[config.mk]
export PLATFORM = sky130hd
export DESIGN_NAME = cache_controller_flat
export DESIGN_NICKNAME = d
export VERILOG_FILES = /design/src/design/cache_pkg.sv /design/src/design/cache_array_if.sv /design/src/design/cache_controller.sv /design/src/flat_wrapper.sv
export SDC_FILE = /design/constraint.sdc
export NUM_CORES = 1
export LEC_CHECK = 0
export BUFFER_PORTS_ARGS = -buffer_cell sky130_fd_sc_hd__buf_2
export CORE_MARGIN = 5
export CORE_UTILIZATION = 48
export CTS_BUF_LIST = sky130_fd_sc_hd__clkbuf_8
export CTS_CLUSTER_SIZE = 40
export DETAILED_ROUTE_END_ITERATION = 16
export PLACE_DENSITY_LB_ADDON = 0.12
export SYNTH_ARGS = -nofsm -noshare
export SYNTH_HDL_FRONTEND = slang
export SYNTH_SLANG_ARGS = --single-unit
export TNS_END_PERCENT = 50
[constraint.sdc]
create_clock -name clk -period 10.2 [get_ports clk]
set_input_delay 1.53 -clock clk [delete_from_list [all_inputs] [get_ports clk]]
set_output_delay 1.53 -clock clk [all_outputs]
set_load 0.01 [all_outputs]
[src/design/cache_pkg.sv]
`default_nettype none

package cache_pkg;

   // processor and memory bus widths
   localparam int ADDR_W = 16;
   localparam int DATA_W = 16;

   // address split: tag | index | word | byte
   localparam int TAG_W = 5;
   localparam int INDEX_W = 8;
   localparam int WORD_SEL_W = 2;

   // cache geometry
   localparam int WORDS_PER_BLOCK = 4;
   localparam int NUM_LINES = 256;

   typedef logic [ADDR_W-1:0] addr_t;
   typedef logic [DATA_W-1:0] data_t;
   typedef logic [TAG_W-1:0] tag_t;
   typedef logic [INDEX_W-1:0] index_t;
   typedef logic [WORD_SEL_W-1:0] word_sel_t;

   // controller FSM, write-back walk before fetch walk
   typedef enum logic [2:0] {
      IDLE,
      COMPARE,
      WB_REQ,
      WB_DROP,
      FETCH_REQ,
      FETCH_DROP,
      RESPOND,
      WAIT_DROP
   } ctrl_state_t;

endpackage

`default_nettype wire

[src/design/cache_array_if.sv]
`timescale 1ns/1ps
`default_nettype none

interface cache_array_if
   import cache_pkg::*;
();

   // lookup address, driven by the controller
   index_t    index;
   word_sel_t word_sel;

   // update strobes and payload
   logic      wr_word;
   data_t     wr_data;
   tag_t      set_tag;
   logic      fill;
   logic      mark_dirty;

   // combinational lookup results
   tag_t      rd_tag;
   logic      rd_valid;
   logic      rd_dirty;
   data_t     rd_data;

   modport ctrl (
      output index, word_sel, wr_word, wr_data, set_tag, fill, mark_dirty,
      input  rd_tag, rd_valid, rd_dirty, rd_data
   );

   modport array (
      input  index, word_sel, wr_word, wr_data, set_tag, fill, mark_dirty,
      output rd_tag, rd_valid, rd_dirty, rd_data
   );

endinterface

`default_nettype wire

[src/design/cache_controller.sv]
`timescale 1ns/1ps
`default_nettype none

module cache_controller
   import cache_pkg::*;
(
   input  logic        clk,
   input  logic        rst,

   // processor port, four-phase
   input  logic        cpu_req,
   input  logic        cpu_we,
   input  addr_t       cpu_addr,
   input  data_t       cpu_wdata,
   output logic        cpu_ack,
   output logic        cpu_err,
   output data_t       cpu_rdata,

   // memory port, one word per handshake
   output logic        mem_req,
   output logic        mem_we,
   output addr_t       mem_addr,
   output data_t       mem_wdata,
   input  logic        mem_ack,
   input  data_t       mem_rdata,

   cache_array_if.ctrl arr
);

   ctrl_state_t state;
   word_sel_t   word_cnt;

   // request captured when accepted in IDLE
   addr_t       req_addr;
   logic        req_we;
   data_t       req_wdata;

   // response payload
   data_t       rdata_q;
   logic        err_q;

   tag_t        req_tag;
   index_t      req_index;
   word_sel_t   req_word;
   logic        hit;
   logic        last_word;
   logic        in_wb;
   logic        in_walk;

   // address fields of the held request
   assign req_tag   = req_addr[15:11];
   assign req_index = req_addr[10:3];
   assign req_word  = req_addr[2:1];

   assign hit       = arr.rd_valid && (arr.rd_tag == req_tag);
   assign last_word = (word_cnt == word_sel_t'(WORDS_PER_BLOCK - 1));
   assign in_wb     = (state == WB_REQ) || (state == WB_DROP);
   assign in_walk   = in_wb || (state == FETCH_REQ) || (state == FETCH_DROP);

   always_ff @(posedge clk) begin
      if (rst) begin
         state    <= IDLE;
         word_cnt <= '0;
         err_q    <= 1'b0;
      end else begin
         unique case (state)
            IDLE: begin
               if (cpu_req) begin
                  // odd byte address skips the lookup
                  err_q <= cpu_addr[0];
                  state <= cpu_addr[0] ? RESPOND : COMPARE;
               end
            end
            COMPARE: begin
               word_cnt <= '0;
               if (hit) begin
                  state <= RESPOND;
               end else if (arr.rd_valid && arr.rd_dirty) begin
                  state <= WB_REQ;
               end else begin
                  state <= FETCH_REQ;
               end
            end
            WB_REQ: begin
               if (mem_ack) begin
                  state <= WB_DROP;
               end
            end
            WB_DROP: begin
               // word done once ack has fallen
               if (!mem_ack) begin
                  word_cnt <= word_cnt + word_sel_t'(1);
                  state    <= last_word ? FETCH_REQ : WB_REQ;
               end
            end
            FETCH_REQ: begin
               if (mem_ack) begin
                  state <= FETCH_DROP;
               end
            end
            FETCH_DROP: begin
               // block complete, retry the lookup which now hits
               if (!mem_ack) begin
                  word_cnt <= word_cnt + word_sel_t'(1);
                  state    <= last_word ? COMPARE : FETCH_REQ;
               end
            end
            RESPOND: begin
               state <= WAIT_DROP;
            end
            WAIT_DROP: begin
               if (!cpu_req) begin
                  state <= IDLE;
               end
            end
            default: begin
               state <= IDLE;
            end
         endcase
      end
   end

   always_ff @(posedge clk) begin
      if (state == IDLE && cpu_req) begin
         req_addr  <= cpu_addr;
         req_we    <= cpu_we;
         req_wdata <= cpu_wdata;
      end
      // read hit data held through the ack phase
      if (state == COMPARE && hit && !req_we) begin
         rdata_q <= arr.rd_data;
      end
   end

   // array control
   always_comb begin
      arr.index      = req_index;
      arr.word_sel   = in_walk ? word_cnt : req_word;
      arr.set_tag    = req_tag;
      arr.wr_word    = 1'b0;
      arr.wr_data    = req_wdata;
      arr.fill       = 1'b0;
      arr.mark_dirty = 1'b0;
      if (state == COMPARE && hit && req_we) begin
         arr.wr_word    = 1'b1;
         arr.mark_dirty = 1'b1;
      end
      // fetched word captured while mem_ack is high
      if (state == FETCH_REQ && mem_ack) begin
         arr.wr_word = 1'b1;
         arr.wr_data = mem_rdata;
         arr.fill    = last_word;
      end
   end

   // memory port decoded from state
   // victim address built from the stored tag, which is unchanged until fill
   assign mem_req   = (state == WB_REQ) || (state == FETCH_REQ);
   assign mem_we    = in_wb;
   assign mem_addr  = {(in_wb ? arr.rd_tag : req_tag), req_index, word_cnt, 1'b0};
   assign mem_wdata = arr.rd_data;

   // processor response
   assign cpu_ack   = (state == WAIT_DROP);
   assign cpu_err   = err_q;
   assign cpu_rdata = rdata_q;

endmodule

`default_nettype wire

[src/flat_wrapper.sv]
// flat-port wrapper written by rule: the top's interface ports become plain ports
module cache_controller_flat import cache_pkg::*;
  (clk, rst, cpu_req, cpu_we, cpu_addr, cpu_wdata, cpu_ack, cpu_err, cpu_rdata, mem_req, mem_we, mem_addr, mem_wdata, mem_ack, mem_rdata, arr_index, arr_word_sel, arr_wr_word, arr_wr_data, arr_set_tag, arr_fill, arr_mark_dirty, arr_rd_tag, arr_rd_valid, arr_rd_dirty, arr_rd_data);
  cache_array_if arr_i ();
  input  logic clk;
  input  logic rst;
  input  logic cpu_req;
  input  logic cpu_we;
  input  addr_t cpu_addr;
  input  data_t cpu_wdata;
  output logic cpu_ack;
  output logic cpu_err;
  output data_t cpu_rdata;
  output logic mem_req;
  output logic mem_we;
  output addr_t mem_addr;
  output data_t mem_wdata;
  input  logic mem_ack;
  input  data_t mem_rdata;
  output wire logic [$bits(arr_i.index)-1:0] arr_index;
  output wire logic [$bits(arr_i.word_sel)-1:0] arr_word_sel;
  output wire logic [$bits(arr_i.wr_word)-1:0] arr_wr_word;
  output wire logic [$bits(arr_i.wr_data)-1:0] arr_wr_data;
  output wire logic [$bits(arr_i.set_tag)-1:0] arr_set_tag;
  output wire logic [$bits(arr_i.fill)-1:0] arr_fill;
  output wire logic [$bits(arr_i.mark_dirty)-1:0] arr_mark_dirty;
  input wire logic [$bits(arr_i.rd_tag)-1:0] arr_rd_tag;
  input wire logic [$bits(arr_i.rd_valid)-1:0] arr_rd_valid;
  input wire logic [$bits(arr_i.rd_dirty)-1:0] arr_rd_dirty;
  input wire logic [$bits(arr_i.rd_data)-1:0] arr_rd_data;
  assign arr_index = arr_i.index;
  assign arr_word_sel = arr_i.word_sel;
  assign arr_wr_word = arr_i.wr_word;
  assign arr_wr_data = arr_i.wr_data;
  assign arr_set_tag = arr_i.set_tag;
  assign arr_fill = arr_i.fill;
  assign arr_mark_dirty = arr_i.mark_dirty;
  assign arr_i.rd_tag = arr_rd_tag;
  assign arr_i.rd_valid = arr_rd_valid;
  assign arr_i.rd_dirty = arr_rd_dirty;
  assign arr_i.rd_data = arr_rd_data;
  cache_controller u_core (.clk(clk), .rst(rst), .cpu_req(cpu_req), .cpu_we(cpu_we), .cpu_addr(cpu_addr), .cpu_wdata(cpu_wdata), .cpu_ack(cpu_ack), .cpu_err(cpu_err), .cpu_rdata(cpu_rdata), .mem_req(mem_req), .mem_we(mem_we), .mem_addr(mem_addr), .mem_wdata(mem_wdata), .mem_ack(mem_ack), .mem_rdata(mem_rdata), .arr(arr_i));
endmodule
==> flow_summary.yaml, run 1 <==
status:
  status: "finished, final reports clean"
setup_path:
  cp.buffers_inverters: 2
  path_common_cell: "buf_2"
  worstPathCellList: "buf_2 -> nor4b_4 -> mux2_2 -> buf_2"
  arrival_ps: 3080
  cp.required_ps: 8670
  slowest_delay_ps: 860
  cp_slowest_cell: "nor4b_4"
  crit_fanout: 18
  crit_path_end_kind: "output pin"
  cp-start-kind: "input port"
  cp_top_family: "simple AND/OR/NAND/NOR gates"
  worstSetupPathType: "input port to output pin"
route:
  wire_per_inst_um: 15.5
  drc: 0
  route.vias.total: 1833
  ant_nets: 0
  drtIter0Drc: 79
  viasPerCell: 4.80
  dr.pass1.iters: 4
  wirelength_mm: 5.93
sta:
  rsz0062_at_grt: "no"
  setup_tns_ps: 0
  post-route-period-util_pct: 45.2
  final_max_slew_viol_count: 0
  setup_viol: 0
  timing_hold_violations_final: 0
  max_slew_margin_pct: 29.6
  tightest_slew_ps: 1050
  post-route-min-period_ps: 4610
  skew_ps: 5.11
  max_freq_mhz: 217
clocking:
  root_buffer: "clkbuf_8"
  clk_latency_ps: 300
  cts_tree: "yes"
  cts_setup_buffers: 0
  cts_sinks: 54
  cts_hold_buf: 0
  clk_pin_slew_worst_paths_ps: 90
  ctsResizeCount: 0
  cts_buffer_depth: 2
  cts-buffers-inserted: 5
  h-tree-depth: 2
final_layout:
  fin_nets: 391
  fin_util_pct: 63.1
  area_growth_pct: 25.4
  layout-drive-gt1-share_pct: 62.8
  layoutNonFillerInstCount: 382
  diodes: 0
logic_synthesis:
  synth-xor-area-share_pct: 2.34
  yosysWarnings: 0
  muxShareOfSynthArea_pct: 9.84
  synth_compound_area_share_pct: 5.40
  synth.top_cell.area_share_pct: 55.0
  yosysTopAreaCell: "edfxtp_1"
  synth_cells: 185
  synth_seq_cells: 54
  synth_top_family_by_area: "buffers and inverters"
  syn-num-nets: 265
  synth_area_leaders: "edfxtp_1 (55%), buf_4 (11%), mux2_2 (9.5%), dfxtp_1 (4.6%), ha_1 (1.9%)"
  syn_area_um2: 2620
  ys_seq_area_share_pct: 59.6
  synthSimpleGateAreaFrac_pct: 6.93
  syn_avg_cell_area_um2: 14.2
  synth_cell_type_count: 36
  synthAdderAreaFrac_pct: 2.29
floorplanning:
  floorplan.io_pins: 162
  dieArea_um2: 7030
  core_region_area_um2: 5200
  die_h_um: 83.9
  dieWidth_um: 83.9
  initial_utilization_pct: 50.3
  rows: 26
global_route:
  grt_usage_pct: 16.9
  use_met1_pct: 20.0
  overflow: 0
  grt-busiest-layer: "met2"
  grt_util_met2_pct: 27.0
  antenna_found_initial: 0
  grt_pass1_wl_mm: 9.39
  grt_max_degree: 21
  met3_usage_pct: 7.60
  grt_pass1_vias: 1889
power_and_ir_drop:
  cellPowerDensity_nw_per_um2: 210
  power_mw: 0.689
  peakVddDrop_mv: 0.0888
  leakage_nw: 1.47
placement:
  portBuffers: 160
  placed_cells: 374
  place_congestion: 0.779
  dp_hpwl_mm: 4.67
hold_path:
  hold_path.class: "flop to flop"
run:
  maxCapViolations: 0
-- kinds of logic after synthesis --
family                     Yosys count
buffers and inverters               48
DFF                                 54
other                                1
and+or+nand+nor                     27
muxes                               23
xor gates and xnor gates             7
AOI/OAI and AO/OA                   20
adders and majority gates            5
-- state kept, by name, summed over array words and instances, names as in the netlist --
register,count
u_core.state,3
u_core.req_we,1
u_core.word_cnt,2
u_core.cpu_rdata,16
u_core.cpu_err,1
u_core.req_wdata,16
u_core.req_addr,15
-- layer usage --
layer  up-vias  part of all wire (%)
met1       834                    40
met2       106                    47
met4         0                   1.8
met3         8                    12
li1        885                     -
met5         -                     0
-- synth_stat cells --
library cell / n
a31o_1: 1
o211a_2: 1
nor4b_4: 1
or3_1: 1
a31o_2: 1
inv_1: 4
nor2_1: 8
edfxtp_1: 48
nand3b_1: 1
or4_1: 2
o21bai_1: 1
buf_4: 39
nor4b_1: 1
nor2_8: 1
o21ai_0: 3
nand2_1: 3
nand2b_1: 3
and3_1: 1
xor2_1: 3
mux2i_1: 1
buf_2: 2
maj3_1: 1
a211oi_1: 3
ha_1: 4
a21o_1: 3
mux2_2: 22
nand4b_1: 1
a311oi_1: 2
a221oi_1: 1
conb_1: 1
dfxtp_1: 6
buf_6: 3
xnor2_1: 4
and2_1: 1
nand4_1: 3
a21oi_1: 4
-- worst min-delay path, cell delays in order, from the launching register on --
cell and delay, ps:
dfxtp_1 340, mux2i_1 70, nor2_1 70
-- final timing paths --
path,from,to,slack (ps),depth (start not counted)
hold / removal,u_core.cpu_err$_SDFFE_PP0P_,u_core.cpu_err$_SDFFE_PP0P_,510,2
setup reg to reg,u_core.state[2]$_SDFFE_PP0P_,u_core.state[0]$_SDFFE_PP0P_,7650,6
hold reg to reg,u_core.cpu_err$_SDFFE_PP0P_,u_core.cpu_err$_SDFFE_PP0P_,510,2
setup / recovery,mem_ack,arr_wr_data[4],5590,4
-- layout by cell type, fill, tap and decap left out, types with 2 or more instances in the layout --
cell type / instances
nand2_1: 3
buf_4: 3
dfxtp_1: 6
clkbuf_8: 5
xor2_1: 3
a21o_1: 3
or4_1: 2
inv_1: 5
a311oi_1: 2
nand4_1: 3
ha_1: 4
a211oi_1: 3
mux2_2: 22
o21ai_0: 3
a21oi_1: 4
edfxtp_1: 48
nand2b_1: 3
buf_2: 160
nor2_1: 8
xnor2_1: 4
-- power breakdown --
| group | switching (mW) | total, mW | internal (mW) |
|---|---|---|---|
| Sequential | 0.0391 | 0.323 | 0.284 |
| Combinational | 0.128 | 0.251 | 0.123 |
| Clock | 0.0677 | 0.115 | 0.0477 |
-- metrics by stage --
stage	hold WS [ps]	cell area (um2)	setup slack, ps
4_1_cts	514	3280	5540
6_report	511	3280	5590
2_1_floorplan	513	2620	4660
3_3_place_gp	482	3200	5620
5_1_grt	552	3280	5450
3_5_place_dp	487	3200	5540
-- cell type report --
class / count / area (um2)
clock buffer: 5 / 68.8
multi-input combinational: 83 / 712
tap: 70 / 87.6
sequential: 54 / 1560
clock inverter: 3 / 16.3
timing repair buffer: 163 / 823
inverter: 4 / 15.0
fill: 437 / 1920
Note: power is estimated with default switching activity, not from simulation.
==> run 2, diff against run 1 <==
--- a/config.mk
+++ b/config.mk
@@ -7,7 +7,7 @@
 export LEC_CHECK = 0
 export BUFFER_PORTS_ARGS = -buffer_cell sky130_fd_sc_hd__buf_2
 export CORE_MARGIN = 5
-export CORE_UTILIZATION = 48
+export CORE_UTILIZATION = 40
 export CTS_BUF_LIST = sky130_fd_sc_hd__clkbuf_8
 export CTS_CLUSTER_SIZE = 40
 export DETAILED_ROUTE_END_ITERATION = 16
==> constraint.sdc (replaced) <==
create_clock -name clk -period 4.1 [get_ports clk]
set_input_delay 0.615 -clock clk [delete_from_list [all_inputs] [get_ports clk]]
set_output_delay 0.615 -clock clk [all_outputs]
set_load 0.01 [all_outputs]
==> run 2 against run 1 <==
Effect of this change: combinational power rose to 2.5 times the previous value; first-iteration DRC count down 43%; die area grew 18%; critical endpoint is now arr_wr_data[11]; cell area is 0.46% higher; via count is 2.1% lower; register-to-register slack worse by 6100 ps; sequential cell count stayed put; highest routed layer unchanged; sequential power grew 150%; clock skew rose by 3.0 ps; count of clock-buffer cells in the layout unchanged; total power rose to 2.5 times the previous value; utilization shrank 11 points.
==> flow_summary.yaml, run 2 (synthesized netlist as in run 1, its figures left out) <==
status:
  status: "finished, final reports clean"
sta:
  post-route-period-util_pct: 81.0
  setup_slack_ps: 781
  final_max_slew_viol_count: 0
  skew_ps: 8.09
  rsz0062_at_grt: "no"
  max_slew_margin_pct: 29.6
  timing_hold_violations_final: 0
  max_freq_mhz: 301
  setup_viol: 0
  tightest_slew_ps: 1050
  setup_tns_ps: 0
  post-route-min-period_ps: 3320
  hold_ws_ps: 483
setup_path:
  r2r_cells: 6
  arrival_ps: 2700
  crit_path_end_kind: "output pin"
  cp-start-kind: "flop"
  crit_fanout: 13
  cp.required_ps: 3480
  worstSetupPathType: "flop to output pin"
global_route:
  grt_max_degree: 21
  grt_pass1_wl_mm: 9.47
  overflow: 0
  antenna_found_initial: 0
  grt_usage_pct: 14.4
  grt_pass1_vias: 1871
floorplanning:
  core_region_area_um2: 6350
  floorplan.io_pins: 162
  dieArea_um2: 8260
  rows: 29
  dieWidth_um: 90.9
  die_h_um: 90.9
  initial_utilization_pct: 41.2
power_and_ir_drop:
  clockPowerShare_pct: 16.7
  seqPwrFrac_pct: 46.6
  peakVddDrop_mv: 0.344
  p_int_mw: 1.13
  combPwrFrac_pct: 36.7
  leakage_nw: 1.47
  cellPowerDensity_nw_per_um2: 523
  p_sw_mw: 0.591
  swShare_pct: 34.3
clocking:
  cts_hold_buf: 0
  clk_pin_slew_worst_paths_ps: 100
  cts_setup_buffers: 0
  cts_buffer_depth: 2
  cts_sinks: 54
  h-tree-depth: 2
  cts_tree: "yes"
  ctsResizeCount: 0
  cts-buffers-inserted: 5
  clk_latency_ps: 300
  root_buffer: "clkbuf_8"
route:
  route.vias.total: 1794
  wirelength_mm: 6.09
  ant_nets: 0
  dr.pass1.iters: 4
  viasPerCell: 4.62
  drc: 0
  wire_per_inst_um: 15.7
  drtIter0Drc: 45
placement:
  dp_hpwl_mm: 4.77
  place_congestion: 0.718
  post-place-ws_ps: 1080
  portBuffers: 160
final_layout:
  fin_nets: 391
  final_cell_mix: "buf_2 (160), edfxtp_1 (48), mux2_2 (22)"
  final_common_cell: "buf_2"
  diodes: 0
  layout-drive-gt1-share_pct: 63.3
  area_growth_pct: 26.0
  fin_util_pct: 52.0
run:
  maxCapViolations: 0
hold_path:
  min_delay_path_depth: 1
  hold_path.class: "input port to flop"
==> run 2: cell type report <==
type	instances	area, um2
Clock buffer	5	68.8
Tap cell	77	96.3
Sequential cell	54	1560
Timing Repair Buffer	163	823
Multi-Input combinational cell	83	721
Inverter	4	15.0
Clock inverter	2	13.8
Fill cell	562	3050
==> run 2: final timing paths <==
kind	from	endpoint	slack (ps)
hold / removal	cpu_wdata[5]	u_core.req_wdata[5]$_DFFE_PP_	480
setup / recovery	u_core.state[2]$_SDFFE_PP0P_	arr_wr_data[11]	780
hold reg to reg	u_core.cpu_err$_SDFFE_PP0P_	u_core.cpu_err$_SDFFE_PP0P_	500
setup reg to reg	u_core.state[2]$_SDFFE_PP0P_	u_core.state[0]$_SDFFE_PP0P_	1520
==> run 2: critical path, cell delays in order (launching register included) <==
cell and delay [ps]:
dfxtp_1 740, inv_1 250, nor4b_4 610, buf_4 310, mux2_2 350, buf_2 140
==> run 2: per-layer routing <==
metal / track usage, % / vias to the layer above / wire length, um
met4: 3.67 / 0 / 44
met3: 5.83 / 5 / 624
li1: - / 885 / -
met5: 0 / - / 0
met2: 24.8 / 80 / 3110
met1: 16.8 / 824 / 2320
==> run 2: metrics by stage <==
stage	area [um2]	power (mW)	cells
global placement	3220	1.45	381
global route	3300	1.85	388
finish	3300	1.72	388
floorplan	2630	1.29	185
CTS	3300	1.75	388
detailed placement	3220	1.45	381
==> run 2: power groups by stage <==
stage	registers (mW)	logic [mW]	clock network [mW]
5_1_grt	0.821	0.701	0.325
3_5_place_dp	0.816	0.639	0
3_3_place_gp	0.815	0.638	0
4_1_cts	0.804	0.643	0.304
2_1_floorplan	0.760	0.529	0
6_report	0.804	0.632	0.288
==> run 3, diff against run 2 <==
--- a/config.mk
+++ b/config.mk
@@ -5,9 +5,10 @@
 export SDC_FILE = /design/constraint.sdc
 export NUM_CORES = 1
 export LEC_CHECK = 0
+export ABC_AREA = 1
 export BUFFER_PORTS_ARGS = -buffer_cell sky130_fd_sc_hd__buf_2
 export CORE_MARGIN = 5
-export CORE_UTILIZATION = 40
+export CORE_UTILIZATION = 41
 export CTS_BUF_LIST = sky130_fd_sc_hd__clkbuf_8
 export CTS_CLUSTER_SIZE = 40
 export DETAILED_ROUTE_END_ITERATION = 16
==> constraint.sdc (replaced) <==
create_clock -name clk -period 2.9 [get_ports clk]
set_input_delay 0.435 -clock clk [delete_from_list [all_inputs] [get_ports clk]]
set_output_delay 0.435 -clock clk [all_outputs]
set_load 0.01 [all_outputs]
==> run 3 against run 2 <==
Effect of this change: critical endpoint is now arr_word_sel[1]; cell count is 16% higher; non-clock buffer count is 1 lower; largest cell class unchanged; via count is 13% higher; total power is 47% higher; critical path type unchanged.
==> flow_summary.yaml, run 3 <==
logic_synthesis:
  yosys-top-cells-count: "nand2_1 (51), edfxtp_1 (48), buf_4 (39)"
  synth_cell_type_count: 24
  synthArstFlopShare_pct: 0
  yosysTopAreaCell: "edfxtp_1"
  muxShareOfSynthArea_pct: 8.09
  syn-num-nets: 325
  synthAdderAreaFrac_pct: 1.83
  yosysWarnings: 0
  synthMostInstantiatedCell: "nand2_1"
  synth-xor-area-share_pct: 0
  syn_avg_cell_area_um2: 11.2
  syn_area_um2: 2740
  synth_top_family_by_area: "buffers and inverters"
  synthSimpleGateAreaFrac_pct: 14.1
  synth_compound_area_share_pct: 3.20
  synth_cells: 245
  ys.flop_type: "edfxtp_1"
  synth.top_cell.area_share_pct: 52.7
  ys_seq_area_share_pct: 57.1
  synth_seq_cells: 54
  synth-edff-count: 48
  synth_area_leaders: "edfxtp_1 (53%), buf_4 (11%), nand2_1 (7.0%), dfxtp_1 (4.4%), mux2_4 (4.4%)"
route:
  wire_per_inst_um: 13.9
  viasPerCell: 4.53
  drtIter0Drc: 55
  drc: 0
  dr.pass1.iters: 4
  wirelength_mm: 6.24
  route.vias.total: 2033
  ant_nets: 0
setup_path:
  cp-startpoint: "u_core.state[1]$_SDFFE_PP0P_"
  rr_endpoint: "u_core.cpu_rdata[6]$_DFFE_PP_"
  worstPathCellList: "inv_2 -> ha_1 -> mux2_2 -> buf_2"
  r2r_slack_ps: 1040
  worstSetupPathType: "flop to output pin"
  cp.required_ps: 2470
  crit_path_end_kind: "output pin"
  arrival_ps: 1950
  cp_slowest_cell: "dfxtp_1"
  r2r-start: "u_core.state[0]$_SDFFE_PP0P_"
  r2r_cells: 7
  crit_end: "arr_word_sel[1]"
  crit_fanout: 12
  cp-start-kind: "flop"
  slowest_delay_ps: 710
floorplanning:
  initial_utilization_pct: 42.6
  dieWidth_um: 91.7
  die_h_um: 91.7
  core_region_area_um2: 6420
  rows: 29
  floorplan.io_pins: 162
  dieArea_um2: 8410
clocking:
  cts_tree: "yes"
  clk_latency_ps: 300
  cts_setup_buffers: 0
  h-tree-depth: 2
  root_buffer: "clkbuf_8"
  cts-buffers-inserted: 5
  cts_sinks: 54
  cts_hold_buf: 0
  cts_buffer_depth: 2
  ctsResizeCount: 0
  clk_pin_slew_worst_paths_ps: 90
placement:
  place_area_um2: 3330
  place_congestion: 0.834
  portBuffers: 160
  post-place-ws_ps: 844
  dp_hpwl_mm: 5.10
sta:
  max_slew_margin_pct: 60.3
  final_max_slew_viol_count: 0
  rsz0062_at_grt: "no"
  timing_hold_violations_final: 0
  hold_ws_ps: 300
  post-route-period-util_pct: 82.3
  skew_ps: 7.28
  max_freq_mhz: 419
  setup_tns_ps: 0
  tightest_slew_ps: 595
  setup_viol: 0
  post-route-min-period_ps: 2390
  setup_slack_ps: 513
global_route:
  grt_pass1_wl_mm: 9.74
  grt_max_degree: 23
  grt_usage_pct: 14.6
  overflow: 0
  antenna_found_initial: 0
  grt_pass1_vias: 2037
final_layout:
  final_cell_area_um2: 3410
  layout-drive-gt1-share_pct: 52.2
  diodes: 0
  final_cell_mix: "buf_2 (160), nand2_1 (51), edfxtp_1 (48)"
  fin_nets: 451
  final_common_cell: "buf_2"
  final.fill_count: 602
  area_growth_pct: 24.5
power_and_ir_drop:
  peakVddDrop_mv: 0.377
  leakage_nw: 1.69
  power_mw: 2.54
  cellPowerDensity_nw_per_um2: 745
run:
  maxCapViolations: 0
hold_path:
  hold_path.class: "input port to flop"
status:
  status: "finished, final reports clean"
run 3: cell count changes in the layout (fill, tap and decap cells not counted), moves of 3 or more:
cell,change
inv_1,+19
a21o_1,-3
xor2_1,-3
mux2_2,-13
a211oi_1,-3
nor2_1,+3
nand3_1,+11
nand2b_1,-3
o21ai_0,+9
nand2_1,+48
mux2_4,+8
xnor2_1,-4
run 3: area by class of cell:
class / instances / area, um2 / area share [%]
clock inverter: 3 / 12.5 / 0.367
multi-input combinational: 123 / 756 / 22.2
sequential: 54 / 1560 / 45.8
timing repair buffer: 162 / 816 / 23.9
tap: 77 / 96.3 / 2.83
clock buffer: 5 / 68.8 / 2.02
inverter: 25 / 96.3 / 2.83
run 3: metrics by stage:
| stage | instances | util [%] |
|---|---|---|
| floorplan | 245 | - |
| global placement | 441 | 51.8 |
| detailed placement | 441 | 51.8 |
| CTS | 449 | 53.0 |
| global route | 449 | 53.0 |
| finish | 449 | 53.0 |
run 3: routing by layer:
| metal | track usage (%) | share of wire, % | vias up |
|---|---|---|---|
| li1 | - | - | 1029 |
| met1 | 16.7 | 38 | 904 |
| met2 | 25.1 | 49 | 94 |
| met3 | 6.22 | 11 | 6 |
| met4 | 4.08 | 1.2 | 0 |
| met5 | 0 | 0 | - |
run 3: kinds of logic (layout without fill, tap and decap cells):
group           after synthesis  count (layout)
simple gates                 84              84
mux                          17              17
flops                        54              54
compound gates               17              17
fa+ha+maj                     4               4
other cells                   1               1
buf+inv                      68             195
run 3: how the worst min path moves through the flow:
stage | from | to | slack [ps] | depth (start not counted)
after global routing | cpu_addr[3] | u_core.req_addr[3]$_DFFE_PP_ | 290 | 1
final | cpu_wdata[13] | u_core.req_wdata[13]$_DFFE_PP_ | 300 | 1
after CTS | cpu_addr[6] | u_core.req_addr[6]$_DFFE_PP_ | 290 | 1
after detailed placement | u_core.cpu_err$_SDFFE_PP0P_ | u_core.cpu_err$_SDFFE_PP0P_ | 490 | 2
after floorplan | u_core.cpu_err$_SDFFE_PP0P_ | u_core.cpu_err$_SDFFE_PP0P_ | 490 | 2
after global placement | u_core.cpu_err$_SDFFE_PP0P_ | u_core.cpu_err$_SDFFE_PP0P_ | 470 | 2
run 3: report_power, final:
part	switching [mW]	internal, mW	leakage (nW)
registers	0.121	1.03	0.493
clock network	0.230	0.163	0.0468
logic	0.567	0.426	1.15
run 3: worst max-delay path: cells and delay by family, from the launching register on:
kind       cells  cell delay, ps
fa+ha+maj      1             350
flops          1             710
buf+inv        2             260
mux            1             330
